--- src/legv8_params.svh ---
// LEGv8 pipeline sizing constants
`ifndef LEGV8_PARAMS_SVH
`define LEGV8_PARAMS_SVH

// Data path and address width
`define LEGV8_XLEN 64

`define LEGV8_INSTR_W 32

// Register file geometry
`define LEGV8_REG_COUNT 32
`define LEGV8_REG_ADDR_W 5

// Hardwired zero register
`define LEGV8_ZR 31

`define LEGV8_PC_STEP 4

// D-format address offset
`define LEGV8_IMM_W 9

`endif

--- src/legv8_pkg.sv ---
// LEGv8 pipeline types
// Opcodes, ALU operations, control bundle and stage register layouts
`include "legv8_params.svh"

package legv8_pkg;

  typedef enum logic [10:0] {
    OP_ADD  = 11'b10001011000,
    OP_SUB  = 11'b11001011000,
    OP_AND  = 11'b10001010000,
    OP_ORR  = 11'b10101010000,
    OP_LDUR = 11'b11111000010,
    OP_STUR = 11'b11111000000
  } opcode_e;

  typedef enum logic [1:0] {
    ALU_ADD,
    ALU_SUB,
    ALU_AND,
    ALU_ORR
  } alu_op_e;

  typedef enum logic [1:0] {
    FWD_NONE,
    FWD_MEM, // From EX/MEM result
    FWD_WB   // From writeback value
  } fwd_sel_e;

  typedef struct packed {
    alu_op_e alu_op;
    logic    alu_src;    // Offset as second operand
    logic    mem_read;
    logic    mem_write;
    logic    reg_write;
    logic    mem_to_reg;
  } ctrl_t;

  typedef struct packed {
    ctrl_t                        ctrl;
    logic [`LEGV8_XLEN-1:0]       rn_data;
    logic [`LEGV8_XLEN-1:0]       rm_data;
    logic [`LEGV8_XLEN-1:0]       imm;
    logic [`LEGV8_REG_ADDR_W-1:0] rn;
    logic [`LEGV8_REG_ADDR_W-1:0] rm;
    logic [`LEGV8_REG_ADDR_W-1:0] rd;
  } id_ex_t;

  typedef struct packed {
    logic                         mem_read;
    logic                         mem_write;
    logic                         reg_write;
    logic                         mem_to_reg;
    logic [`LEGV8_XLEN-1:0]       alu_result;
    logic [`LEGV8_XLEN-1:0]       store_data;
    logic [`LEGV8_REG_ADDR_W-1:0] rd;
  } ex_mem_t;

  typedef struct packed {
    logic                         reg_write;
    logic                         mem_to_reg;
    logic [`LEGV8_XLEN-1:0]       alu_result;
    logic [`LEGV8_XLEN-1:0]       load_data;
    logic [`LEGV8_REG_ADDR_W-1:0] rd;
  } mem_wb_t;

endpackage

--- src/legv8_hazard_unit.sv ---
// LEGv8 hazard unit
// Load-use stall and operand forwarding selects
`timescale 1ns/1ps
`include "legv8_params.svh"

module legv8_hazard_unit import legv8_pkg::*; (
  input  logic [`LEGV8_REG_ADDR_W-1:0] id_rn,
  input  logic [`LEGV8_REG_ADDR_W-1:0] id_rm,
  input  logic [`LEGV8_REG_ADDR_W-1:0] ex_rd,
  input  logic                         ex_mem_read,
  input  logic [`LEGV8_REG_ADDR_W-1:0] ex_rn,
  input  logic [`LEGV8_REG_ADDR_W-1:0] ex_rm,
  input  logic [`LEGV8_REG_ADDR_W-1:0] mem_rd,
  input  logic                         mem_reg_write,
  input  logic [`LEGV8_REG_ADDR_W-1:0] wb_rd,
  input  logic                         wb_reg_write,
  output logic                         stall,
  output fwd_sel_e                     fwd_a,
  output fwd_sel_e                     fwd_b
);

  logic mem_live;
  logic wb_live;

  // Writeback is checked first but yields when the newer EX/MEM value also matches
  function automatic fwd_sel_e pick(input logic mem_hit, input logic wb_hit);
    if (wb_hit && !mem_hit) begin
      return FWD_WB;
    end else if (mem_hit) begin
      return FWD_MEM;
    end
    return FWD_NONE;
  endfunction

  assign mem_live = mem_reg_write && (mem_rd != `LEGV8_ZR);
  assign wb_live  = wb_reg_write && (wb_rd != `LEGV8_ZR);

  assign fwd_a = pick(mem_live && (mem_rd == ex_rn), wb_live && (wb_rd == ex_rn));
  assign fwd_b = pick(mem_live && (mem_rd == ex_rm), wb_live && (wb_rd == ex_rm));

  // Loaded value not ready until MEM/WB
  assign stall = ex_mem_read && (ex_rd != `LEGV8_ZR) &&
                 ((ex_rd == id_rn) || (ex_rd == id_rm));

endmodule

--- config.mk ---
export PLATFORM = sky130hd
export DESIGN_NAME = legv8_hazard_unit
export DESIGN_NICKNAME = d
export VERILOG_FILES = /design/src/legv8_pkg.sv /design/src/legv8_hazard_unit.sv
export VERILOG_INCLUDE_DIRS = /design/src
export SDC_FILE = /design/constraint.sdc
export NUM_CORES = 1
export LEC_CHECK = 0
export BUFFER_PORTS_ARGS = -buffer_cell sky130_fd_sc_hd__buf_2
export CAP_MARGIN = 40
export CORE_AREA = 5 5 42 44
export DETAILED_ROUTE_END_ITERATION = 7
export DIE_AREA = 0 0 47 49
export PLACE_DENSITY = 0.71
export SYNTH_ARGS = -nofsm -noshare
export SYNTH_HDL_FRONTEND = slang
export SYNTH_SLANG_ARGS = --single-unit
--- constraint.sdc ---
create_clock -name vclk -period 2.9
set_input_delay 0.29 -clock vclk [all_inputs]
set_output_delay 0.29 -clock vclk [all_outputs]
set_load 0.01 [all_outputs]
==> flow_metrics.py <==
metrics = {
    "logic_synthesis": {
        "yosysSeqAreaShare": 0,
        "yosysWarnings": 0,
        "syn_inst": 52,
        "ys_types": 11,
        "mappedNetlistNets": 90,
        "syn_area_per_cell_um2": 7.53,
        "syn_area_um2": 392,
    },
    "place": {
        "hpwl_um": 1150,
        "dp_cells": 111,
        "place_congestion": 0.768,
        "port_buffers": 43,
        "placed_cell_area_um2": 627,
        "dp_worst_setup_slack_ns": 1.17,
    },
    "die": {
        "die_w_um": 47,
        "io_pins": 43,
        "dieHeight_um": 49,
        "coreArea_um2": 1400,
        "rows": 14,
        "dieArea_um2": 2300,
        "initial_core_util": 0.279,
    },
    "hold_path": {
        "hold-path-endpoint": "stall",
        "min_from": "ex_mem_read",
        "hold-path-cell-count": 4,
        "hp-class": "input port to output pin",
    },
    "global_routing": {
        "grt_max_degree": 4,
        "grt.total_usage": 0.0905,
        "gr-total-overflow": 0,
        "grt_pass1_vias": 507,
        "grt_pass1_wl_um": 1680,
        "antenna_found_initial": 0,
    },
    "cells_and_area": {
        "nets": 135,
        "multi_input_area_um2": 392,
        "flops_and_latches": 0,
        "stdcell_area_um2": 627,
        "drive_gt1_frac": 0.474,
        "n_fill_cell": 144,
        "final_core_utilization": 0.447,
        "fin_cells": 111,
        "final-seq-area_um2": 0,
        "nClkBuffers": 0,
        "area_growth_pct": 60.1,
        "n_antenna_cell": 0,
    },
    "run_status": {
        "status": "finished, final reports clean",
    },
    "routing": {
        "firstDrtPassIters": 2,
        "via_per_inst": 4.73,
        "postRouteAntennaNets": 0,
        "drc": 0,
        "drtIter0Drc": 1,
        "vias": 525,
        "finalWirelength_um": 1180,
        "post_drt_wl_per_cell_um": 10.6,
    },
    "timing": {
        "rsz0062_at_grt": "false",
        "worst_pin_slew_ns": 0.441,
        "layout_setup_ws_ns": 1.18,
        "fin_setup_tns_ns": 0,
        "hold_viol": 0,
        "fmax_ghz": 0.583,
        "maxSlewHeadroom": 0.703,
        "finalSetupViolations": 0,
        "holdWs_ns": 0.912,
        "layout_worst_path_cycle_share": 0.592,
        "finalMaxSlewViolations": 0,
        "period_needed_ns": 1.72,
    },
    "worst_setup_path": {
        "required_ns": 2.61,
        "critPathKind": "input port to output pin",
        "cp.arrival_ns": 1.43,
        "cp-end-kind": "output pin",
        "worstSetupStartpointType": "input port",
        "crit_fanout": 3,
    },
    "power_and_ir_drop": {
        "p_per_area_nw_per_um2": 132,
        "p_leak_nw": 0.307,
        "power.total_uw": 82.9,
        "irDropWorstVdd_uv": 51.8,
    },
    "clocking": {
        "cts_resized": 0,
        "post_cts_buffers": 0,
        "cts_hold_buf": 0,
    },
    "job": {
        "drv_cap": 0,
    },
}
worst max-delay path by stage:
stage / slack [ns] / startpoint / endpoint
6_report: 1.18 / wb_rd[2] / fwd_b[1]
3_5_place_dp: 1.17 / wb_rd[1] / fwd_b[1]
3_3_place_gp: 1.20 / wb_rd[1] / fwd_a[1]
4_1_cts: 1.17 / wb_rd[1] / fwd_b[1]
5_1_grt: 1.10 / wb_rd[1] / fwd_a[1]
2_1_floorplan: 1.43 / mem_rd[2] / fwd_a[1]
Yosys cell counts:
master    n  area (um^2)
a21oi_1   1         5.00
nand2_1   3         11.3
nand3_1   7         35.0
nor3_1    2         10.0
nor4_1    2         12.5
nor4_2    2         25.0
o21ai_0   2         10.0
o21ai_1   1         5.00
or4_1     2         15.0
xnor2_1  10         87.6
xor2_1   20          175
layout by cell type (no fill, tap or decap):
master	synthesis	final
buf_2	0	43
nor3_1	2	2
nand3_1	7	7
xor2_1	20	20
a21oi_1	1	1
o21ai_1	1	1
nor4_1	2	2
or4_1	2	2
nand2_1	3	3
o21ai_0	2	2
xnor2_1	10	10
nor4_2	2	2
kinds of logic after synthesis:
| group | count (synthesis) | synth area share |
|---|---|---|
| XOR/XNOR | 30 | 0.671 |
| AND/OR/NAND/NOR | 18 | 0.278 |
| AO/OA/AOI/OAI | 4 | 0.0511 |
layout make-up:
class                      count  share of cell area
multi-input combinational     52               0.625
tap                           16              0.0319
timing repair buffer          43               0.343
per-layer routing:
metal  vias up  routed length, um  GRT usage
li1        267                  -          -
met3         0                211     0.0148
met2        32                602      0.186
met4         0                  0          0
met5         -                  0          0
met1       226                362     0.0935
power breakdown:
group / switching, mW / internal (mW) / total, mW / leakage (nW)
Sequential: 0 / 0 / 0 / 0
Combinational: 0.0390 / 0.0439 / 0.0829 / 0.307
Clock: 0 / 0 / 0 / 0
worst max-delay path: stages:
cell,delay (ns)
buf_2,0.12
nand3_1,0.08
o21ai_1,0.07
or4_1,0.56
nor4_2,0.14
buf_2,0.16
No activity file was read; power rests on OpenSTA's default activity.
