### src/legv8_params.svh
// LEGv8 pipeline sizing constants
`ifndef LEGV8_PARAMS_SVH
`define LEGV8_PARAMS_SVH

// Data path and address width
`define LEGV8_XLEN 64

`define LEGV8_INSTR_W 32

// Register file geometry
`define LEGV8_REG_COUNT 32
`define LEGV8_REG_ADDR_W 5

// Hardwired zero register
`define LEGV8_ZR 31

`define LEGV8_PC_STEP 4

// D-format address offset
`define LEGV8_IMM_W 9

`endif

### src/legv8_pkg.sv
// LEGv8 pipeline types
// Opcodes, ALU operations, control bundle and stage register layouts
`include "legv8_params.svh"

package legv8_pkg;

  typedef enum logic [10:0] {
    OP_ADD  = 11'b10001011000,
    OP_SUB  = 11'b11001011000,
    OP_AND  = 11'b10001010000,
    OP_ORR  = 11'b10101010000,
    OP_LDUR = 11'b11111000010,
    OP_STUR = 11'b11111000000
  } opcode_e;

  typedef enum logic [1:0] {
    ALU_ADD,
    ALU_SUB,
    ALU_AND,
    ALU_ORR
  } alu_op_e;

  typedef enum logic [1:0] {
    FWD_NONE,
    FWD_MEM, // From EX/MEM result
    FWD_WB   // From writeback value
  } fwd_sel_e;

  typedef struct packed {
    alu_op_e alu_op;
    logic    alu_src;    // Offset as second operand
    logic    mem_read;
    logic    mem_write;
    logic    reg_write;
    logic    mem_to_reg;
  } ctrl_t;

  typedef struct packed {
    ctrl_t                        ctrl;
    logic [`LEGV8_XLEN-1:0]       rn_data;
    logic [`LEGV8_XLEN-1:0]       rm_data;
    logic [`LEGV8_XLEN-1:0]       imm;
    logic [`LEGV8_REG_ADDR_W-1:0] rn;
    logic [`LEGV8_REG_ADDR_W-1:0] rm;
    logic [`LEGV8_REG_ADDR_W-1:0] rd;
  } id_ex_t;

  typedef struct packed {
    logic                         mem_read;
    logic                         mem_write;
    logic                         reg_write;
    logic                         mem_to_reg;
    logic [`LEGV8_XLEN-1:0]       alu_result;
    logic [`LEGV8_XLEN-1:0]       store_data;
    logic [`LEGV8_REG_ADDR_W-1:0] rd;
  } ex_mem_t;

  typedef struct packed {
    logic                         reg_write;
    logic                         mem_to_reg;
    logic [`LEGV8_XLEN-1:0]       alu_result;
    logic [`LEGV8_XLEN-1:0]       load_data;
    logic [`LEGV8_REG_ADDR_W-1:0] rd;
  } mem_wb_t;

endpackage

### src/legv8_execute.sv
// LEGv8 execute stage
// Forwarding muxes, offset select and ALU
`timescale 1ns/1ps
`include "legv8_params.svh"

module legv8_execute import legv8_pkg::*; (
  input  id_ex_t                 id_ex,
  input  fwd_sel_e               fwd_a,
  input  fwd_sel_e               fwd_b,
  input  logic [`LEGV8_XLEN-1:0] mem_result,
  input  logic [`LEGV8_XLEN-1:0] wb_value,
  output logic [`LEGV8_XLEN-1:0] alu_result,
  output logic [`LEGV8_XLEN-1:0] store_data
);

  logic [`LEGV8_XLEN-1:0] op_a;
  logic [`LEGV8_XLEN-1:0] op_b_reg;
  logic [`LEGV8_XLEN-1:0] op_b;

  function automatic logic [`LEGV8_XLEN-1:0] operand(
    input fwd_sel_e               sel,
    input logic [`LEGV8_XLEN-1:0] reg_val,
    input logic [`LEGV8_XLEN-1:0] mem_val,
    input logic [`LEGV8_XLEN-1:0] wb_val
  );
    case (sel)
      FWD_MEM: return mem_val;
      FWD_WB:  return wb_val;
      default: return reg_val;
    endcase
  endfunction

  assign op_a     = operand(fwd_a, id_ex.rn_data, mem_result, wb_value);
  assign op_b_reg = operand(fwd_b, id_ex.rm_data, mem_result, wb_value);
  assign op_b     = id_ex.ctrl.alu_src ? id_ex.imm : op_b_reg;

  assign store_data = op_b_reg;   // STUR data before offset select

  always_comb begin
    case (id_ex.ctrl.alu_op)
      ALU_SUB: alu_result = op_a - op_b;
      ALU_AND: alu_result = op_a & op_b;
      ALU_ORR: alu_result = op_a | op_b;
      default: alu_result = op_a + op_b;
    endcase
  end

endmodule

### config.mk
export PLATFORM = sky130hd
export DESIGN_NAME = legv8_execute
export DESIGN_NICKNAME = d
export VERILOG_FILES = /design/src/legv8_pkg.sv /design/src/legv8_execute.sv
export VERILOG_INCLUDE_DIRS = /design/src
export SDC_FILE = /design/constraint.sdc
export NUM_CORES = 1
export LEC_CHECK = 0
export BUFFER_PORTS_ARGS = -buffer_cell sky130_fd_sc_hd__buf_2
export CAP_MARGIN = 20
export CORE_AREA = 2 2 182 184
export DETAILED_ROUTE_END_ITERATION = 16
export DIE_AREA = 0 0 184 186
export PLACE_DENSITY = 0.65
export SYNTH_ARGS = -nofsm -noshare
export SYNTH_HDL_FRONTEND = slang
export SYNTH_SLANG_ARGS = --single-unit
### constraint.sdc
create_clock -name vclk -period 14.9
set_input_delay 2.98 -clock vclk [all_inputs]
set_output_delay 2.98 -clock vclk [all_outputs]
set_load 0.05 [all_outputs]
==> impl_metrics.json, run 1 <==
{
  "outcome": "completed",
  "finalWorstSetupSlack_ns": 1.55,
  "p_int_mw": 0.362,
  "first_iter_violations": 1085,
  "area_growth_pct": 23.4,
  "utilization_pct": 40.5,
  "arrival_ns": 10.37,
  "tns_ns": 0,
  "path_class": "input port to output pin",
  "ys_warn_count": 0,
  "num_io_pins": 474,
  "worstPathMaxFanout": 71,
  "grt_pass1_wl_um": 76900,
  "fillerInstances": 3567,
  "seqPwrFrac_pct": 0,
  "synth_cells": 1641,
  "regArea_um2": 0,
  "synth_area_per_cell_um2": 6.44,
  "min_period_over_period_pct": 89.6,
  "grt_max_degree": 100,
  "synth_cell_type_count": 82,
  "ys_seq_area_share_pct": 0,
  "place_hpwl_um": 43300,
  "initial_core_util_pct": 32.8,
  "synth.cell_area_um2": 10600,
  "gp_congestion": 0.934,
  "vdd_drop_max_uv": 50.7,
  "rsz0062_at_grt": "false",
  "critPathLaunch": "fwd_b[0]",
  "drtPass1Iterations": 7,
  "crit_required_ns": 11.92,
  "pre_cts_slack_ns": 1.59,
  "synth_fp_nets": 2072,
  "p_leak_nw": 6.05,
  "seq_cell_count": 0,
  "holdWs_ns": 6.40,
  "synth_common_cells": "256 x nand2_1, 201 x o21ai_0, 106 x a22oi_1",
  "die_height_um": 186,
  "clock_power_share_pct": 0,
  "rows": 66,
  "netlist.top_cell.by_area": "ha_1",
  "portBuffers": 455,
  "drc": 0,
  "post-route-cell-area_um2": 13000,
  "antenna_found_initial": 9,
  "startpoint_type": "input port",
  "hold_viol_final": 0,
  "grt-ovfl-total": 0,
  "worst_pin_slew_ns": 1.15,
  "ctsHoldBuffers": 0,
  "pwr-share-comb_pct": 100.0,
  "via_per_inst": 5.92,
  "grt_pass1_vias": 13300,
  "nClkBuffers": 0,
  "drv_slew": 0,
  "die_area_um2": 34200,
  "post_cts_resized": 0,
  "hp-start": "id_ex[120]",
  "period_minus_slack_ns": 13.35,
  "grt_util_all_layers_pct": 28.8,
  "slew_headroom_pct": 23.2,
  "antenna_left": 0,
  "hold_path_end": "store_data[41]",
  "max_cap_violations": 0,
  "dpl_cell_area_um2": 13000,
  "wire_per_inst_um": 21.8,
  "worstSetupEndpointType": "output pin",
  "yosys-top-cells-area": "ha_1 9.9%, o21ai_0 9.5%, nand2_1 9.1%",
  "chipWidth_um": 184,
  "finalWirelength_um": 52400,
  "core_area_um2": 32200,
  "yosysMostFrequentCell": "nand2_1",
  "fmax_ghz": 0.0749,
  "sw_frac_of_total_pct": 68.4,
  "num_vias": 14300,
  "min_path_type": "input port to output pin",
  "power_density_nw_per_um2": 87.8,
  "nets": 2427,
  "postCtsSetupRepairBufs": 0,
  "yosysTopAreaCellShare_pct": 9.95,
  "power_switching_mw": 0.783,
  "multi_input_area_um2": 9960,
  "holdPathStages": 4,
  "setup_viol": 0,
  "layout-drive-gt1-share_pct": 27.4
}
-- final cells by class --
| type | instances | area share (%) |
|---|---|---|
| multi-input combinational | 1486 | 76.4 |
| timing repair buffer | 472 | 18.6 |
| tap | 408 | 3.91 |
| inverter | 36 | 1.04 |
| antenna | 5 | 0.0959 |
-- cells in the final DEF (no fill, tap or decap), drive strengths merged, types with 6 or more instances in the layout --
master / Yosys / final
a211o: 6 / 6
a211oi: 12 / 12
a21o: 45 / 45
a21oi: 91 / 91
a221o: 13 / 13
a221oi: 23 / 23
a22oi: 107 / 107
a31oi: 13 / 13
and2: 16 / 16
and3: 8 / 8
buf: 47 / 472
ha: 84 / 84
inv: 36 / 36
maj3: 59 / 59
mux2: 45 / 45
mux2i: 7 / 7
nand2: 257 / 257
nand2b: 20 / 20
nand3: 22 / 22
nand4: 19 / 19
nor2: 105 / 105
nor2b: 27 / 27
nor3: 27 / 27
nor4: 8 / 8
o211ai: 6 / 6
o21a: 10 / 10
o21ai: 207 / 207
o21bai: 15 / 15
o22ai: 7 / 7
o31ai: 33 / 33
o41ai: 6 / 6
or2: 7 / 7
or3: 8 / 8
xnor2: 70 / 70
xor2: 50 / 50
-- worst max-delay path by stage --
stage / to / cells after the start
final: alu_result[54] / 24
after global placement: alu_result[54] / 24
after detailed placement: alu_result[54] / 24
after floorplan: alu_result[61] / 31
after global routing: alu_result[54] / 24
after CTS: alu_result[54] / 24
-- power by group through the flow --
stage / Sequential [mW] / Clock (mW) / Combinational (mW)
after global placement: 0 / 0 / 1.12
after detailed placement: 0 / 0 / 1.13
final: 0 / 0.0000000450 / 1.15
after floorplan: 0 / 0 / 0.829
after CTS: 0 / 0 / 1.14
after global routing: 0 / 0.0000000270 / 1.23
-- worst max-delay path: stages --
cell	delay [ns]
buf_2	0.12
inv_1	0.07
ha_4	0.74
o21ai_0	0.43
mux2i_1	0.34
ha_1	0.25
o221ai_1	0.17
o21bai_1	0.27
nand2b_1	0.21
nor3_1	0.74
a31oi_1	0.21
xnor2_1	0.19
ha_1	0.48
nand4_1	0.20
nor4_1	0.28
o21ai_0	0.21
nand3_1	0.14
a21oi_1	0.16
o41ai_1	0.86
a21boi_0	0.29
o21bai_1	0.25
xnor2_1	0.09
o21ai_0	0.32
buf_2	0.34
-- through the flow --
step,power (mW),std cells
2_1_floorplan,0.829,1641
3_3_place_gp,1.12,2402
3_5_place_dp,1.13,2402
4_1_cts,1.14,2402
5_1_grt,1.23,2405
6_report,1.15,2407
-- routing by layer --
metal / GRT usage [%] / vias up / part of all wire, %
met5: 0 / - / 0.086
met4: 8.83 / 8 / 3.3
met3: 4.79 / 88 / 7.6
met2: 49.6 / 660 / 47
met1: 36.6 / 6700 / 42
li1: - / 6805 / -
-- kinds of logic after synthesis --
kind of cell    Yosys count  synth area share (%)
compound gates          629                  39.2
simple gates            541                  23.5
buf+inv                 155                  6.16
fa+ha+maj               144                  15.7
xor+xnor                120                  9.95
mux                      52                  5.46
(Power assumes the default switching activity.)
==> inputs of run 2 (changes only) <==
Settings changed: CAP_MARGIN 20 to 15.
Clock period 14.9 ns to 13.18 ns, I/O delays scaled along.
==> impl_metrics.json, run 2 (synthesis gave the netlist of run 1 again) <==
{
  "outcome": "completed",
  "area_growth_pct": 24.0,
  "chipWidth_um": 184,
  "vdd_drop_max_uv": 47.3,
  "slowest_delay_ns": 0.67,
  "pwr-share-comb_pct": 100.0,
  "power_switching_mw": 0.887,
  "min_period_over_period_pct": 93.7,
  "ctsHoldBuffers": 0,
  "max_cap_violations": 0,
  "setup_viol": 0,
  "place_hpwl_um": 43900,
  "finalWirelength_um": 52900,
  "grt_util_all_layers_pct": 28.9,
  "seqPwrFrac_pct": 0,
  "arrival_ns": 9.72,
  "slowest_stage": "o41ai_1",
  "grt-ovfl-total": 0,
  "hold_viol_final": 0,
  "antenna_found_initial": 11,
  "clock_power_share_pct": 0,
  "die_area_um2": 34200,
  "nets": 2435,
  "worstSetupEndpointType": "output pin",
  "pre_cts_slack_ns": 0.937,
  "antenna_left": 0,
  "nClkBuffers": 0,
  "die_height_um": 186,
  "final_common_cell": "buf_2",
  "min_path_type": "input port to output pin",
  "p_leak_nw": 6.09,
  "grt_pass1_wl_um": 77200,
  "seq_cell_count": 0,
  "initial_core_util_pct": 32.8,
  "utilization_pct": 40.7,
  "holdPathStages": 4,
  "path_class": "input port to output pin",
  "num_vias": 14300,
  "via_per_inst": 5.92,
  "portBuffers": 455,
  "drtPass1Iterations": 5,
  "core_area_um2": 32200,
  "startpoint_type": "input port",
  "finalWorstSetupSlack_ns": 0.825,
  "first_iter_violations": 1107,
  "crit_required_ns": 10.54,
  "holdWs_ns": 5.71,
  "postCtsSetupRepairBufs": 0,
  "layout-drive-gt1-share_pct": 27.7,
  "rsz0062_at_grt": "false",
  "slew_headroom_pct": 31.3,
  "rows": 66,
  "post_cts_resized": 0,
  "tns_ns": 0,
  "sw_frac_of_total_pct": 68.3,
  "drv_slew": 0,
  "worst_pin_slew_ns": 1.02,
  "gp_congestion": 0.937,
  "drc": 0,
  "p_int_mw": 0.413,
  "grt_max_degree": 104,
  "power_density_nw_per_um2": 99.2,
  "num_io_pins": 474,
  "layout.cells.most_common_list": "453 x buf_2, 256 x nand2_1, 201 x o21ai_0",
  "period_minus_slack_ns": 12.36,
  "grt_pass1_vias": 13500,
  "regArea_um2": 0,
  "fmax_ghz": 0.0809,
  "wire_per_inst_um": 21.9,
  "worstPathMaxFanout": 53,
  "power_mw": 1.30
}
run 2: cell types whose count changed in the layout (fill, tap and decap cells not counted), sizes merged:
| cell | previous run | this run |
|---|---|---|
| buf | 472 | 480 |
| diode | 5 | 6 |
run 2: area by class of cell:
class / instances / area [um^2]
Timing Repair Buffer: 480 / 2480
Antenna cell: 6 / 15.0
Tap cell: 408 / 510
Inverter: 36 / 135
Fill cell: 3508 / 19100
Multi-Input combinational cell: 1486 / 9960
run 2: power groups by stage:
stage | Combinational, mW | Sequential, mW | Clock (mW)
floorplan | 0.938 | 0 | 0
global placement | 1.28 | 0 | 0
detailed placement | 1.28 | 0 | 0
CTS | 1.29 | 0 | 0
global route | 1.39 | 0 | 0.0000000406
finish | 1.30 | 0 | 0.0000000610
run 2: final timing paths:
check                  start             end  slack (ns)
setup / recovery    fwd_b[0]  alu_result[57]        0.82
hold / removal    id_ex[121]  store_data[42]        5.71
run 2: per-layer routing:
metal  global-route usage (%)  part of all wire (%)  vias to the layer above
li1                         -                     -                     6826
met5                        0                  0.12                        -
met2                     50.4                    47                      666
met3                     4.38                   7.4                       87
met4                     8.93                   3.2                       10
met1                     36.6                    42                     6704
run 2: worst max-delay path: cells and delay by family:
family,cells,cell delay (ns)
AND/OR/NAND/NOR,7,1.37
multiplexers,1,0.32
adder cells (fa/ha/maj),3,1.36
XOR/XNOR,2,0.29
buffers and inverters,3,0.54
AO/OA/AOI/OAI,10,3.16
run 2: metrics by stage:
| stage | cell area (um^2) | std cells |
|---|---|---|
| final | 13100 | 2416 |
| after global routing | 13100 | 2414 |
| after CTS | 13100 | 2410 |
| after detailed placement | 13100 | 2410 |
| after global placement | 13100 | 2410 |
| after floorplan | 10600 | 1641 |
==> inputs of run 3 (changes only) <==
Settings changed: CORE_AREA 2 2 182 184 to 2 2 184 186, DIE_AREA 0 0 184 186 to 0 0 186 188, PLACE_DENSITY 0.65 to 0.66, REMOVE_ABC_BUFFERS from default to 1.
Clock period 13.18 ns to 10.2 ns, I/O delays scaled along.
==> impl_metrics.json, run 3 (synthesis gave the netlist of run 1 again) <==
{
  "outcome": "completed",
  "power_mw": 1.83,
  "initial_core_util_pct": 31.9,
  "placed_cells": 2610,
  "post-route-cell-area_um2": 14600,
  "worstPathMaxFanout": 10,
  "arrival_ns": 7.91,
  "seqPwrFrac_pct": 0,
  "clock_power_share_pct": 0,
  "drtPass1Iterations": 5,
  "wire_per_inst_um": 21.0,
  "power_density_nw_per_um2": 125,
  "fmax_ghz": 0.101,
  "sw_frac_of_total_pct": 64.5,
  "worst_pin_slew_ns": 1.01,
  "nClkBuffers": 0,
  "hold_viol_final": 0,
  "p_leak_nw": 6.95,
  "stdcell_count": 2620,
  "vdd_drop_max_uv": 87.9,
  "grt_util_all_layers_pct": 29.7,
  "finalWorstSetupSlack_ns": 0.254,
  "pre_cts_slack_ns": 0.0197,
  "seq_cell_count": 0,
  "grt-ovfl-total": 0,
  "setup_viol": 0,
  "layout.cells.most_common_list": "446 x buf_2, 256 x nand2_1, 194 x o21ai_0",
  "grt_pass1_vias": 14200,
  "max_cap_violations": 0,
  "dpl_cell_area_um2": 14400,
  "finalWirelength_um": 55000,
  "holdPathStages": 4,
  "first_iter_violations": 1074,
  "holdWs_ns": 4.51,
  "drc": 0,
  "pwr-share-comb_pct": 100.0,
  "place_hpwl_um": 46700,
  "rows": 67,
  "antenna_left": 0,
  "grt_pass1_wl_um": 81500,
  "drv_slew": 0,
  "core_area_um2": 33100,
  "final_common_cell": "buf_2",
  "utilization_pct": 44.2,
  "min_period_over_period_pct": 97.5,
  "gp_congestion": 0.942,
  "die_area_um2": 35000,
  "tns_ns": 0,
  "chipWidth_um": 186,
  "path_class": "input port to output pin",
  "slew_headroom_pct": 32.0,
  "antenna_found_initial": 16,
  "crit_required_ns": 8.16,
  "min_path_type": "input port to output pin",
  "grt_max_degree": 48,
  "rsz0062_at_grt": "true",
  "period_minus_slack_ns": 9.95,
  "slowest_stage": "or4_1",
  "postCtsSetupRepairBufs": 0,
  "area_growth_pct": 38.5,
  "portBuffers": 455,
  "die_height_um": 188,
  "power_switching_mw": 1.18,
  "via_per_inst": 5.68,
  "slowest_delay_ns": 0.53,
  "worstSetupEndpointType": "output pin",
  "regArea_um2": 0,
  "fillerInstances": 3503,
  "layout-drive-gt1-share_pct": 34.3,
  "num_vias": 14900,
  "nets": 2595,
  "num_io_pins": 474,
  "startpoint_type": "input port",
  "ctsHoldBuffers": 0,
  "p_int_mw": 0.652
}
-- run 3: cell count changes in the layout (fill, tap and decap cells not counted), sizes merged --
cell	before	now
clkbuf	0	4
buf	480	636
diode	6	10
-- run 3: final timing paths --
path,from,end,slack (ns)
min,id_ex[120],store_data[41],4.51
max,fwd_b[0],alu_result[56],0.25
-- run 3: what timing repair did --
item,CTS,global route
gates resized for setup,1,50
setup endpoints to repair,2,13
pin swaps,0,4
-- run 3: cell type report --
type,count,area [um^2],area share (%)
Inverter,36,135,0.923
Timing Repair Buffer,640,3780,25.8
Antenna cell,10,25.0,0.171
Multi-Input combinational cell,1486,10100,69.2
Tap cell,448,561,3.83
-- run 3: metal layers --
layer / vias up / GRT usage (%) / routed length [um]
met3: 83 / 3.30 / 4080
met5: - / 0 / 51
met1: 6927 / 39.2 / 23800
met4: 8 / 7.66 / 1750
met2: 710 / 50.9 / 25400
li1: 7145 / - / -
-- run 3: critical path, delay by kind of cell --
kind / cells / cell delay, ns
AO/OA/AOI/OAI: 10 / 2.13
XOR/XNOR: 2 / 0.18
adder cells (fa/ha/maj): 3 / 0.99
buffers and inverters: 6 / 1.06
multiplexers: 1 / 0.24
AND/OR/NAND/NOR: 6 / 1.24
-- run 3: power groups by stage --
| stage | combinational (mW) | sequential [mW] | clock, mW |
|---|---|---|---|
| 2_1_floorplan | 1.19 | 0 | 0 |
| 3_3_place_gp | 1.79 | 0 | 0 |
| 3_5_place_dp | 1.79 | 0 | 0 |
| 4_1_cts | 1.80 | 0 | 0 |
| 5_1_grt | 1.97 | 0 | 0.0000000923 |
| 6_report | 1.83 | 0 | 0.000000132 |
