$ cat config.mk
export PLATFORM = sky130hd
export DESIGN_NAME = legv8_decoder
export DESIGN_NICKNAME = d
export VERILOG_FILES = /design/src/legv8_pkg.sv /design/src/legv8_decoder.sv
export VERILOG_INCLUDE_DIRS = /design/src
export SDC_FILE = /design/constraint.sdc
export NUM_CORES = 1
export LEC_CHECK = 0
export BUFFER_PORTS_ARGS = -buffer_cell sky130_fd_sc_hd__buf_4
export CAP_MARGIN = 20
export CORE_AREA = 4 4 70 46
export DETAILED_ROUTE_END_ITERATION = 10
export DIE_AREA = 0 0 74 50
export PLACE_DENSITY = 0.87
export SYNTH_ARGS = -nofsm -noshare
export SYNTH_HDL_FRONTEND = slang
export SYNTH_SLANG_ARGS = --single-unit
$ cat constraint.sdc
create_clock -name vclk -period 1.35
set_input_delay 0.135 -clock vclk [all_inputs]
set_output_delay 0.135 -clock vclk [all_outputs]
set_load 0.005 [all_outputs]
$ cat src/legv8_params.svh
// LEGv8 pipeline sizing constants
`ifndef LEGV8_PARAMS_SVH
`define LEGV8_PARAMS_SVH

// Data path and address width
`define LEGV8_XLEN 64

`define LEGV8_INSTR_W 32

// Register file geometry
`define LEGV8_REG_COUNT 32
`define LEGV8_REG_ADDR_W 5

// Hardwired zero register
`define LEGV8_ZR 31

`define LEGV8_PC_STEP 4

// D-format address offset
`define LEGV8_IMM_W 9

`endif

$ cat src/legv8_pkg.sv
// LEGv8 pipeline types
// Opcodes, ALU operations, control bundle and stage register layouts
`include "legv8_params.svh"

package legv8_pkg;

  typedef enum logic [10:0] {
    OP_ADD  = 11'b10001011000,
    OP_SUB  = 11'b11001011000,
    OP_AND  = 11'b10001010000,
    OP_ORR  = 11'b10101010000,
    OP_LDUR = 11'b11111000010,
    OP_STUR = 11'b11111000000
  } opcode_e;

  typedef enum logic [1:0] {
    ALU_ADD,
    ALU_SUB,
    ALU_AND,
    ALU_ORR
  } alu_op_e;

  typedef enum logic [1:0] {
    FWD_NONE,
    FWD_MEM, // From EX/MEM result
    FWD_WB   // From writeback value
  } fwd_sel_e;

  typedef struct packed {
    alu_op_e alu_op;
    logic    alu_src;    // Offset as second operand
    logic    mem_read;
    logic    mem_write;
    logic    reg_write;
    logic    mem_to_reg;
  } ctrl_t;

  typedef struct packed {
    ctrl_t                        ctrl;
    logic [`LEGV8_XLEN-1:0]       rn_data;
    logic [`LEGV8_XLEN-1:0]       rm_data;
    logic [`LEGV8_XLEN-1:0]       imm;
    logic [`LEGV8_REG_ADDR_W-1:0] rn;
    logic [`LEGV8_REG_ADDR_W-1:0] rm;
    logic [`LEGV8_REG_ADDR_W-1:0] rd;
  } id_ex_t;

  typedef struct packed {
    logic                         mem_read;
    logic                         mem_write;
    logic                         reg_write;
    logic                         mem_to_reg;
    logic [`LEGV8_XLEN-1:0]       alu_result;
    logic [`LEGV8_XLEN-1:0]       store_data;
    logic [`LEGV8_REG_ADDR_W-1:0] rd;
  } ex_mem_t;

  typedef struct packed {
    logic                         reg_write;
    logic                         mem_to_reg;
    logic [`LEGV8_XLEN-1:0]       alu_result;
    logic [`LEGV8_XLEN-1:0]       load_data;
    logic [`LEGV8_REG_ADDR_W-1:0] rd;
  } mem_wb_t;

endpackage

$ cat src/legv8_decoder.sv
// LEGv8 decode logic
// Control fields, register numbers and sign-extended offset
`timescale 1ns/1ps
`include "legv8_params.svh"

module legv8_decoder import legv8_pkg::*; (
  input  logic [`LEGV8_INSTR_W-1:0]    instr,
  output ctrl_t                        ctrl,
  output logic [`LEGV8_REG_ADDR_W-1:0] rn,
  output logic [`LEGV8_REG_ADDR_W-1:0] rm,
  output logic [`LEGV8_REG_ADDR_W-1:0] rd,
  output logic [`LEGV8_XLEN-1:0]       imm
);

  opcode_e opcode;
  logic    is_store;

  assign opcode   = opcode_e'(instr[`LEGV8_INSTR_W-1 -: 11]);
  assign is_store = (opcode == OP_STUR);

  assign rn = instr[9:5];
  assign rd = instr[4:0];                              // Rt for loads and stores
  assign rm = is_store ? instr[4:0] : instr[20:16];    // Store data comes from Rt

  assign imm = {{(`LEGV8_XLEN - `LEGV8_IMM_W){instr[12 + `LEGV8_IMM_W - 1]}},
                instr[12 +: `LEGV8_IMM_W]};

  always_comb begin
    ctrl        = '0;
    ctrl.alu_op = ALU_ADD;
    case (opcode)
      OP_ADD: begin
        ctrl.reg_write = 1'b1;
      end
      OP_SUB: begin
        ctrl.alu_op    = ALU_SUB;
        ctrl.reg_write = 1'b1;
      end
      OP_AND: begin
        ctrl.alu_op    = ALU_AND;
        ctrl.reg_write = 1'b1;
      end
      OP_ORR: begin
        ctrl.alu_op    = ALU_ORR;
        ctrl.reg_write = 1'b1;
      end
      OP_LDUR: begin
        ctrl.alu_src    = 1'b1;   // Address is base plus offset
        ctrl.mem_read   = 1'b1;
        ctrl.reg_write  = 1'b1;
        ctrl.mem_to_reg = 1'b1;
      end
      OP_STUR: begin
        ctrl.alu_src   = 1'b1;
        ctrl.mem_write = 1'b1;
      end
      default: begin
        ctrl = '0;                // NOP
      end
    endcase
  end

endmodule

==> impl_summary.log, run 1 <==
INFO  metric run_status = complete, no violations
INFO  metric endpoint_kind = output port
INFO  metric numnets_final = 169
INFO  metric final-max-slew-violation-count = 0
INFO  metric ir_drop = 0.000121 V
INFO  metric regArea = 0 µm²
INFO  metric detailroute.via_count = 657
INFO  metric mappedNetlistNets = 134
INFO  metric drt_drc_violations_left = 0
INFO  metric worstSetupPathType = in2out
INFO  metric grt-ovfl-total = 0
INFO  metric timing.setup.tns = 0 ns
INFO  metric grt_pass1_wl = 2.76 mm
INFO  metric grt_max_degree = 56
INFO  metric portBuffers = 98
INFO  metric grt_util_all_layers = 0.0882
INFO  metric final-hold-violation-count = 0
INFO  metric critPathTopFamily = simple AND/OR/NAND/NOR gates
INFO  metric synth.largest_area_cell = sky130_fd_sc_hd__buf_4
INFO  metric cts_hold_buf = 0
INFO  metric critPathMaxFanout = 5
INFO  metric ys.warnings.count = 0
INFO  metric layout_min_cycle_time = 1.32 ns
INFO  metric final_min_period_over_clock_period = 0.977
INFO  metric die_width = 74 µm
INFO  metric synth.most_common_cell = sky130_fd_sc_hd__buf_4
INFO  metric postLayoutCellArea = 0.00114 mm²
INFO  metric first_global_vias = 593
INFO  metric dpl-instance-area = 0.00109 mm²
INFO  metric clockBufferCount = 0
INFO  metric initialDrtViolationCount = 10
INFO  metric synth_top_cells_by_count = 76 x sky130_fd_sc_hd__buf_4, 5 x sky130_fd_sc_hd__mux2_4
INFO  metric synth_top_cell_area_share = 0.706
INFO  metric holdCritPathClass = in2out
INFO  metric maxCapViolCount = 0
INFO  metric synth.distinct_cells = 19
INFO  metric setup_viol = 0
INFO  metric maxSlewHeadroom = 0.691
INFO  metric antenna_cells = 0
INFO  metric critical_path.slowest_cell = sky130_fd_sc_hd__mux2_4
INFO  metric critical_path_arrival = 1.18 ns
INFO  metric slowest_delay = 0.31 ns
INFO  metric timing.critical_path.cells = buf_6 -> and3b_1 -> and4_4 -> mux2_4 -> buf_6
INFO  metric crit_required = 1.22 ns
INFO  metric synthCells = 102
INFO  metric hpwl = 1.71 mm
INFO  metric die-area = 0.00370 mm²
INFO  metric power_leakage = 0.627 nW
INFO  metric power_density = 282 mW/mm²
INFO  metric io-pin-count = 118
INFO  metric final_weighted_congestion_in_routability_driven_placement = 0.672
INFO  metric synth_area_per_cell = 7.92 µm²
INFO  metric die_height = 50 µm
INFO  metric via_density_per_instance = 3.93
INFO  metric firstDrtPassIters = 4
INFO  metric synth-seq-area-share = 0
INFO  metric wl = 2.01 mm
INFO  metric wire_per_inst = 12.0 µm
INFO  metric cp_common_cell = sky130_fd_sc_hd__buf_6
INFO  metric startpoint_type = input port
INFO  metric core_area = 0.00250 mm²
INFO  metric initial_core_utilization = 0.323
INFO  metric worst-slew-pin-transition = 0.463 ns
INFO  metric synthesis.area = 808 µm²
INFO  metric core.rowCount = 14
INFO  metric area_growth_syn_to_layout = 41.5%
INFO  metric layout-drive-gt1-share = 0.889
INFO  metric maxClockFrequency = 0.758 GHz
INFO  metric antenna_found_initial = 0
INFO  metric seq_cells = 0
INFO  metric grt_setup_unrepaired = true
INFO  metric synth.area.top_cells = sky130_fd_sc_hd__buf_4 71%, sky130_fd_sc_hd__mux2_4 9.3%, sky130_fd_sc_hd__and3b_1 2.2%
INFO  metric critPathBufInv = 2
INFO  metric detail-route-antenna-nets = 0
[metal layers]
layer | share of wire | vias to the layer above | track usage
met5 | 0 | - | 0
met4 | 0 | 0 | 0.00602
met3 | 0.16 | 0 | 0.0162
met2 | 0.53 | 53 | 0.188
met1 | 0.31 | 278 | 0.0887
li1 | - | 326 | -
[power breakdown]
part | total [W] | switching, W | leakage (nW) | internal [W]
Clock | 0 | 0 | 0 | 0
Combinational | 0.000322 | 0.000113 | 0.627 | 0.000209
Sequential | 0 | 0 | 0 | 0
[area by class of cell]
type | count | area (µm²)
Fill cell | 252 | 1360
Timing Repair Buffer | 110 | 856
Multi-Input combinational cell | 25 | 248
Tap cell | 32 | 40.0
[what timing repair did]
action | CTS | global route
setup buffers | 0 | 0
resized for setup | 7 | 5
pin swaps | 1 | 2
endpoints found under the setup margin | 5 | 8
[kinds of logic (layout without fill, tap and decap cells)]
group / count (synthesis) / count (layout) / synth area share
buffers and inverters: 77 / 110 / 0.720
and+or+nand+nor: 17 / 17 / 0.159
muxes: 6 / 6 / 0.105
AOI/OAI and AO/OA: 2 / 2 / 0.0155
[cells in the final DEF, fill, tap and decap left out]
master	n
sky130_fd_sc_hd__nor4b_2	1
sky130_fd_sc_hd__a21oi_1	1
sky130_fd_sc_hd__a211oi_1	1
sky130_fd_sc_hd__buf_4	102
sky130_fd_sc_hd__nand2b_1	1
sky130_fd_sc_hd__buf_6	8
sky130_fd_sc_hd__nand4_1	1
sky130_fd_sc_hd__nor3_4	1
sky130_fd_sc_hd__and3b_1	2
sky130_fd_sc_hd__nand3_1	1
sky130_fd_sc_hd__nand4b_1	2
sky130_fd_sc_hd__and4b_1	1
sky130_fd_sc_hd__mux2_4	5
sky130_fd_sc_hd__nor4_2	1
sky130_fd_sc_hd__nor2b_2	1
sky130_fd_sc_hd__mux2i_1	1
sky130_fd_sc_hd__and4_4	1
sky130_fd_sc_hd__nor3_1	2
sky130_fd_sc_hd__nor2b_1	1
sky130_fd_sc_hd__nand3b_1	1
[path summary, 6_finish.rpt]
kind	from	to	cells after the start
setup / recovery	instr[25]	rm[4]	5
hold / removal	instr[8]	rn[3]	0
[stage by stage]
step,std cells,hold WS (ns),utilization,setup WS [ns],total power [W]
finish,167,0.270,0.457,0.0306,0.000322
global route,167,0.270,0.457,-0.0139,0.000350
CTS,167,0.270,0.446,0.00448,0.000322
detailed placement,167,0.270,0.436,-0.0545,0.000313
global placement,167,0.270,0.436,-0.0555,0.000309
floorplan,102,0.300,-,0.139,0.000205
No activity file was read; power rests on OpenSTA's default activity.
==> run 2: changes to the inputs <==
--- a/config.mk
+++ b/config.mk
@@ -8,10 +8,11 @@
 export LEC_CHECK = 0
 export BUFFER_PORTS_ARGS = -buffer_cell sky130_fd_sc_hd__buf_4
 export CAP_MARGIN = 20
-export CORE_AREA = 4 4 70 46
+export CORE_AREA = 4 4 68 45
 export DETAILED_ROUTE_END_ITERATION = 10
-export DIE_AREA = 0 0 74 50
-export PLACE_DENSITY = 0.87
+export DIE_AREA = 0 0 72 49
+export PLACE_DENSITY = 0.92
+export SETUP_SLACK_MARGIN = 0.3
 export SYNTH_ARGS = -nofsm -noshare
 export SYNTH_HDL_FRONTEND = slang
 export SYNTH_SLANG_ARGS = --single-unit
==> constraint.sdc (replaced) <==
create_clock -name vclk -period 1.6
set_input_delay 0.16 -clock vclk [all_inputs]
set_output_delay 0.16 -clock vclk [all_outputs]
set_load 0.005 [all_outputs]
==> run 2 against run 1 <==
Non-clock buffer count fell by 8; sequential cell count did not move; die area fell by 4.6%; sequential share of layout area did not move; first-iteration DRC count fell by 60%.
==> impl_summary.log, run 2 (synthesis results as in run 1) <==
INFO  metric via_density_per_instance = 3.88
INFO  metric maxSlewHeadroom = 0.725
INFO  metric cp_common_cell = sky130_fd_sc_hd__buf_6
INFO  metric grt_util_all_layers = 0.0859
INFO  metric use_met2 = 0.181
INFO  metric run_status = complete, no violations
INFO  metric final_weighted_congestion_in_routability_driven_placement = 0.712
INFO  metric detail-route-antenna-nets = 0
INFO  metric layout-drive-gt1-share = 0.890
INFO  metric power_leakage = 0.593 nW
INFO  metric grt_pass1_wl = 2.66 mm
INFO  metric timing.critical_path.cells = buf_6 -> and3b_2 -> and4_4 -> mux2_4 -> buf_6
INFO  metric hold_path_depth = 0
INFO  metric leading_cell_types_in_the_layout_fill_and_taps_excluded = 94 x sky130_fd_sc_hd__buf_4, 8 x sky130_fd_sc_hd__buf_6, 5 x sky130_fd_sc_hd__mux2_4
INFO  metric antenna_found_initial = 0
INFO  metric core.rowCount = 14
INFO  metric critical_path.slowest_cell = sky130_fd_sc_hd__mux2_4
INFO  metric area_growth_syn_to_layout = 34.7%
INFO  metric power.sequential.fraction = 0
INFO  metric cellInternalPower = 0.000166 W
INFO  metric seq_cells = 0
INFO  metric holdCritPathClass = in2out
INFO  metric hold_path.startpoint = instr[8]
INFO  metric endpoint_kind = output port
INFO  metric ir_drop = 0.0000839 V
INFO  metric clockBufferCount = 0
INFO  metric final-max-slew-violation-count = 0
INFO  metric layout_commonest_cell = sky130_fd_sc_hd__buf_4
INFO  metric detailroute.via_count = 617
INFO  metric grt-ovfl-total = 0
INFO  metric timing.setup.tns = 0 ns
INFO  metric critical_path_arrival = 1.21 ns
INFO  metric wl = 1.85 mm
INFO  metric pwr-share-comb = 1.000
INFO  metric power.share.clock = 0
INFO  metric power.switching_fraction = 0.359
INFO  metric final_min_period_over_clock_period = 0.854
INFO  metric grt_setup_unrepaired = true
INFO  metric antenna_cells = 0
INFO  metric first_global_vias = 551
INFO  metric hpwl = 1.52 mm
INFO  metric slowest_delay = 0.31 ns
INFO  metric io-pin-count = 118
INFO  metric hold_end = rn[3]
INFO  metric initialDrtViolationCount = 4
INFO  metric grt_most_used_layer = met2
INFO  metric die_height = 49 µm
INFO  metric numnets_final = 161
INFO  metric switching_power = 0.0000931 W
INFO  metric grt.met1_usage = 0.0871
INFO  metric regArea = 0 µm²
INFO  metric drt_drc_violations_left = 0
INFO  metric layout_min_cycle_time = 1.37 ns
INFO  metric maxCapViolCount = 0
INFO  metric portBuffers = 98
INFO  metric die-area = 0.00353 mm²
INFO  metric die_width = 72 µm
INFO  metric met3_usage = 0.0206
INFO  metric critPathMaxFanout = 5
INFO  metric power_density = 238 mW/mm²
INFO  metric startpoint_type = input port
INFO  metric firstDrtPassIters = 3
INFO  metric worst-slew-pin-transition = 0.412 ns
INFO  metric crit_required = 1.44 ns
INFO  metric final-hold-violation-count = 0
INFO  metric timing.hold.ws = 0.320 ns
INFO  metric wire_per_inst = 11.6 µm
INFO  metric initial_core_utilization = 0.334
INFO  metric worstSetupPathType = in2out
INFO  metric grt_max_degree = 50
INFO  metric maxClockFrequency = 0.732 GHz
INFO  metric setup_viol = 0
INFO  metric core_area = 0.00242 mm²
-- run 2: cell count changes in the layout (fill, tap and decap cells not counted), sizes merged --
| cell | previous run | this run |
|---|---|---|
| buf | 110 | 102 |
-- run 2: worst max-delay path by stage --
stage	startpoint	to	depth (start not counted)
after floorplan	instr[29]	ctrl[3]	4
after global placement	instr[24]	rm[4]	5
after detailed placement	instr[24]	rm[4]	5
after CTS	instr[25]	rm[4]	5
after global routing	instr[25]	rm[4]	5
final	instr[26]	rm[4]	5
-- run 2: layout make-up --
class | count | area, µm²
repair buffers | 102 | 796
well taps | 32 | 40.0
multi-input cells | 25 | 253
fillers | 243 | 1330
-- run 2: power by group through the flow --
| stage | clock, W | combinational, W | sequential [W] |
|---|---|---|---|
| finish | 0 | 0.000259 | 0 |
| detailed placement | 0 | 0.000247 | 0 |
| floorplan | 0 | 0.000173 | 0 |
| global placement | 0 | 0.000244 | 0 |
| global route | 0 | 0.000281 | 0 |
| CTS | 0 | 0.000263 | 0 |
-- run 2: critical path, delay by kind of cell --
| family | cells | cell delay (ns) |
|---|---|---|
| simple gates | 2 | 0.53 |
| buf+inv | 2 | 0.21 |
| mux | 1 | 0.31 |
-- run 2: what timing repair did --
action                                  4_1_cts  5_1_grt
hold buffers                                  0        0
endpoints found under the setup margin        7        8
resized for setup                            13        1
setup buffers                                 2        1
pin swaps                                     2        2
-- run 2: per-layer routing --
layer	vias up	share of wire	wire length [µm]
li1	310	-	-
met5	-	0	0
met1	263	0.33	605
met2	44	0.53	988
met3	0	0.14	255
met4	0	0	0
-- run 2: metrics by stage --
stage	instance area (µm²)	util	instances	total power (W)	setup WS, ns
2_1_floorplan	808	-	102	0.000173	0.339
3_3_place_gp	1010	0.418	156	0.000244	0.132
3_5_place_dp	1010	0.418	156	0.000247	0.132
4_1_cts	1080	0.445	158	0.000263	0.230
5_1_grt	1090	0.450	159	0.000281	0.202
6_report	1090	0.450	159	0.000259	0.234
==> run 3: changes to the inputs <==
--- a/config.mk
+++ b/config.mk
@@ -6,12 +6,13 @@
 export SDC_FILE = /design/constraint.sdc
 export NUM_CORES = 1
 export LEC_CHECK = 0
-export BUFFER_PORTS_ARGS = -buffer_cell sky130_fd_sc_hd__buf_4
+export BUFFER_PORTS_ARGS = -buffer_cell sky130_fd_sc_hd__clkbuf_2
 export CAP_MARGIN = 20
 export CORE_AREA = 4 4 68 45
 export DETAILED_ROUTE_END_ITERATION = 10
 export DIE_AREA = 0 0 72 49
 export PLACE_DENSITY = 0.92
+export REMOVE_ABC_BUFFERS = 1
 export SETUP_SLACK_MARGIN = 0.3
 export SYNTH_ARGS = -nofsm -noshare
 export SYNTH_HDL_FRONTEND = slang
==> run 3 against run 2 <==
Count of clock-buffer cells in the layout did not move; routed wire length rose by 10%; combinational power fell by 24%; utilization fell by 10 points; fmax fell by 0.53%; largest power group unchanged; power fell by 24%; die area did not move; critical endpoint is now rm[2]; final cell count rose by 0.63%; first-iteration DRC count fell by 50%.
==> impl_summary.log, run 3 (synthesis results as in run 1) <==
INFO  metric worstSetupPathType = in2out
INFO  metric die-area = 0.00353 mm²
INFO  metric wl = 2.04 mm
INFO  metric maxCapViolCount = 0
INFO  metric endpoint_kind = output port
INFO  metric io-pin-count = 118
INFO  metric final_min_period_over_clock_period = 0.858
INFO  metric initial_core_utilization = 0.334
INFO  metric grt_max_degree = 43
INFO  metric hold_path.startpoint = instr[5]
INFO  metric final-max-slew-violation-count = 0
INFO  metric core.rowCount = 14
INFO  metric critical_path_arrival = 1.21 ns
INFO  metric grt_util_all_layers = 0.0906
INFO  metric die_width = 72 µm
INFO  metric leading_cell_types_in_the_layout_fill_and_taps_excluded = 92 x sky130_fd_sc_hd__clkbuf_2, 5 x sky130_fd_sc_hd__mux2_4, 5 x sky130_fd_sc_hd__buf_4
INFO  metric power_density = 232 mW/mm²
INFO  metric grt_setup_unrepaired = true
INFO  metric die_height = 49 µm
INFO  metric core_area = 0.00242 mm²
INFO  metric timing.setup.tns = 0 ns
INFO  metric numnets_final = 162
INFO  metric fillCellCount = 260
INFO  metric crit_required = 1.44 ns
INFO  metric area_growth_syn_to_layout = 4.33%
INFO  metric initialDrtViolationCount = 2
INFO  metric portBuffers = 98
INFO  metric run_status = complete, no violations
INFO  metric wire_per_inst = 12.8 µm
INFO  metric ir_drop = 0.0000774 V
INFO  metric detailroute.via_count = 639
INFO  metric layout-drive-gt1-share = 0.883
INFO  metric layout_min_cycle_time = 1.37 ns
INFO  metric final_weighted_congestion_in_routability_driven_placement = 0.874
INFO  metric detail-route-antenna-nets = 0
INFO  metric layout_commonest_cell = sky130_fd_sc_hd__clkbuf_2
INFO  metric startpoint_type = input port
INFO  metric grt_pass1_wl = 2.61 mm
INFO  metric timing.critical_path.from = instr[26]
INFO  metric power_leakage = 0.532 nW
INFO  metric holdCritPathClass = in2out
INFO  metric critPathMaxFanout = 5
INFO  metric seq_cells = 0
INFO  metric worst-slew-pin-transition = 0.306 ns
INFO  metric cts_hold_buf = 0
INFO  metric hold_path_depth = 0
INFO  metric regArea = 0 µm²
INFO  metric final-hold-violation-count = 0
INFO  metric antenna_found_initial = 0
INFO  metric firstDrtPassIters = 2
INFO  metric maxSlewHeadroom = 0.796
INFO  metric via_density_per_instance = 3.99
INFO  metric grt-ovfl-total = 0
INFO  metric post-layout-total-power = 0.000196 W
INFO  metric multiInputGateArea = 248 µm²
INFO  metric drt_drc_violations_left = 0
INFO  metric antenna_cells = 0
INFO  metric hold_end = rn[0]
INFO  metric clockBufferCount = 0
INFO  metric setup_viol = 0
INFO  metric maxClockFrequency = 0.728 GHz
INFO  metric first_global_vias = 467
-- run 3: changes by cell type in the layout (fill, tap and decap cells not counted) --
| cell | before | now |
|---|---|---|
| sky130_fd_sc_hd__clkbuf_2 | 0 | 92 |
| sky130_fd_sc_hd__buf_4 | 94 | 5 |
| sky130_fd_sc_hd__buf_6 | 8 | 3 |
| sky130_fd_sc_hd__buf_2 | 0 | 2 |
| sky130_fd_sc_hd__a211oi_1 | 0 | 1 |
| sky130_fd_sc_hd__a211oi_2 | 1 | 0 |
| sky130_fd_sc_hd__clkbuf_8 | 0 | 1 |
-- run 3: final cells by class --
| cell class | instances | area share |
|---|---|---|
| Timing Repair Buffer | 103 | 0.659 |
| Multi-Input combinational cell | 25 | 0.294 |
| Tap cell | 32 | 0.0475 |
-- run 3: worst max-delay path: stages --
cell and delay [ns]:
sky130_fd_sc_hd__buf_6 0.09, sky130_fd_sc_hd__and3b_2 0.23, sky130_fd_sc_hd__and4_4 0.29, sky130_fd_sc_hd__mux2_4 0.32
sky130_fd_sc_hd__buf_6 0.12
-- run 3: layer usage --
| metal | up-vias | wire length, µm | share of wire | track usage |
|---|---|---|---|---|
| li1 | 314 | - | - | - |
| met5 | - | 0 | 0 | 0 |
| met1 | 273 | 557 | 0.27 | 0.0786 |
| met2 | 52 | 1150 | 0.56 | 0.191 |
| met3 | 0 | 332 | 0.16 | 0.0473 |
| met4 | 0 | 0 | 0 | 0 |
-- run 3: what timing repair did --
item                                    in CTS  in global routing
resized for setup                            4                 11
setup buffers                                2                  2
pin swaps                                    3                  4
endpoints found under the setup margin       7                  7
gates cloned                                 0                  0
-- run 3: report_power, final --
part	internal, W	switching, W	total [W]
clock network	0	0	0
registers	0	0	0
logic	0.000104	0.0000915	0.000196
total	0.000104	0.0000915	0.000196
-- run 3: worst max-delay path by stage --
stage          endpoint  slack [ns]  depth (start not counted)
2_1_floorplan   ctrl[0]        0.45                          3
3_3_place_gp      rm[2]        0.18                          5
3_5_place_dp      rm[4]        0.17                          5
4_1_cts           rm[4]        0.24                          5
5_1_grt           rm[2]        0.21                          5
6_report          rm[2]        0.23                          5
-- run 3: metrics by stage --
stage                     cell area, µm²   util  instances  hold slack (ns)  setup WS [ns]
after floorplan                      226      -         25            0.320          0.453
after global placement               764  0.316        156            0.320          0.177
after detailed placement             764  0.316        156            0.320          0.174
after CTS                            798  0.330        158            0.320          0.237
after global routing                 843  0.349        160            0.320          0.208
final                                843  0.349        160            0.320          0.227
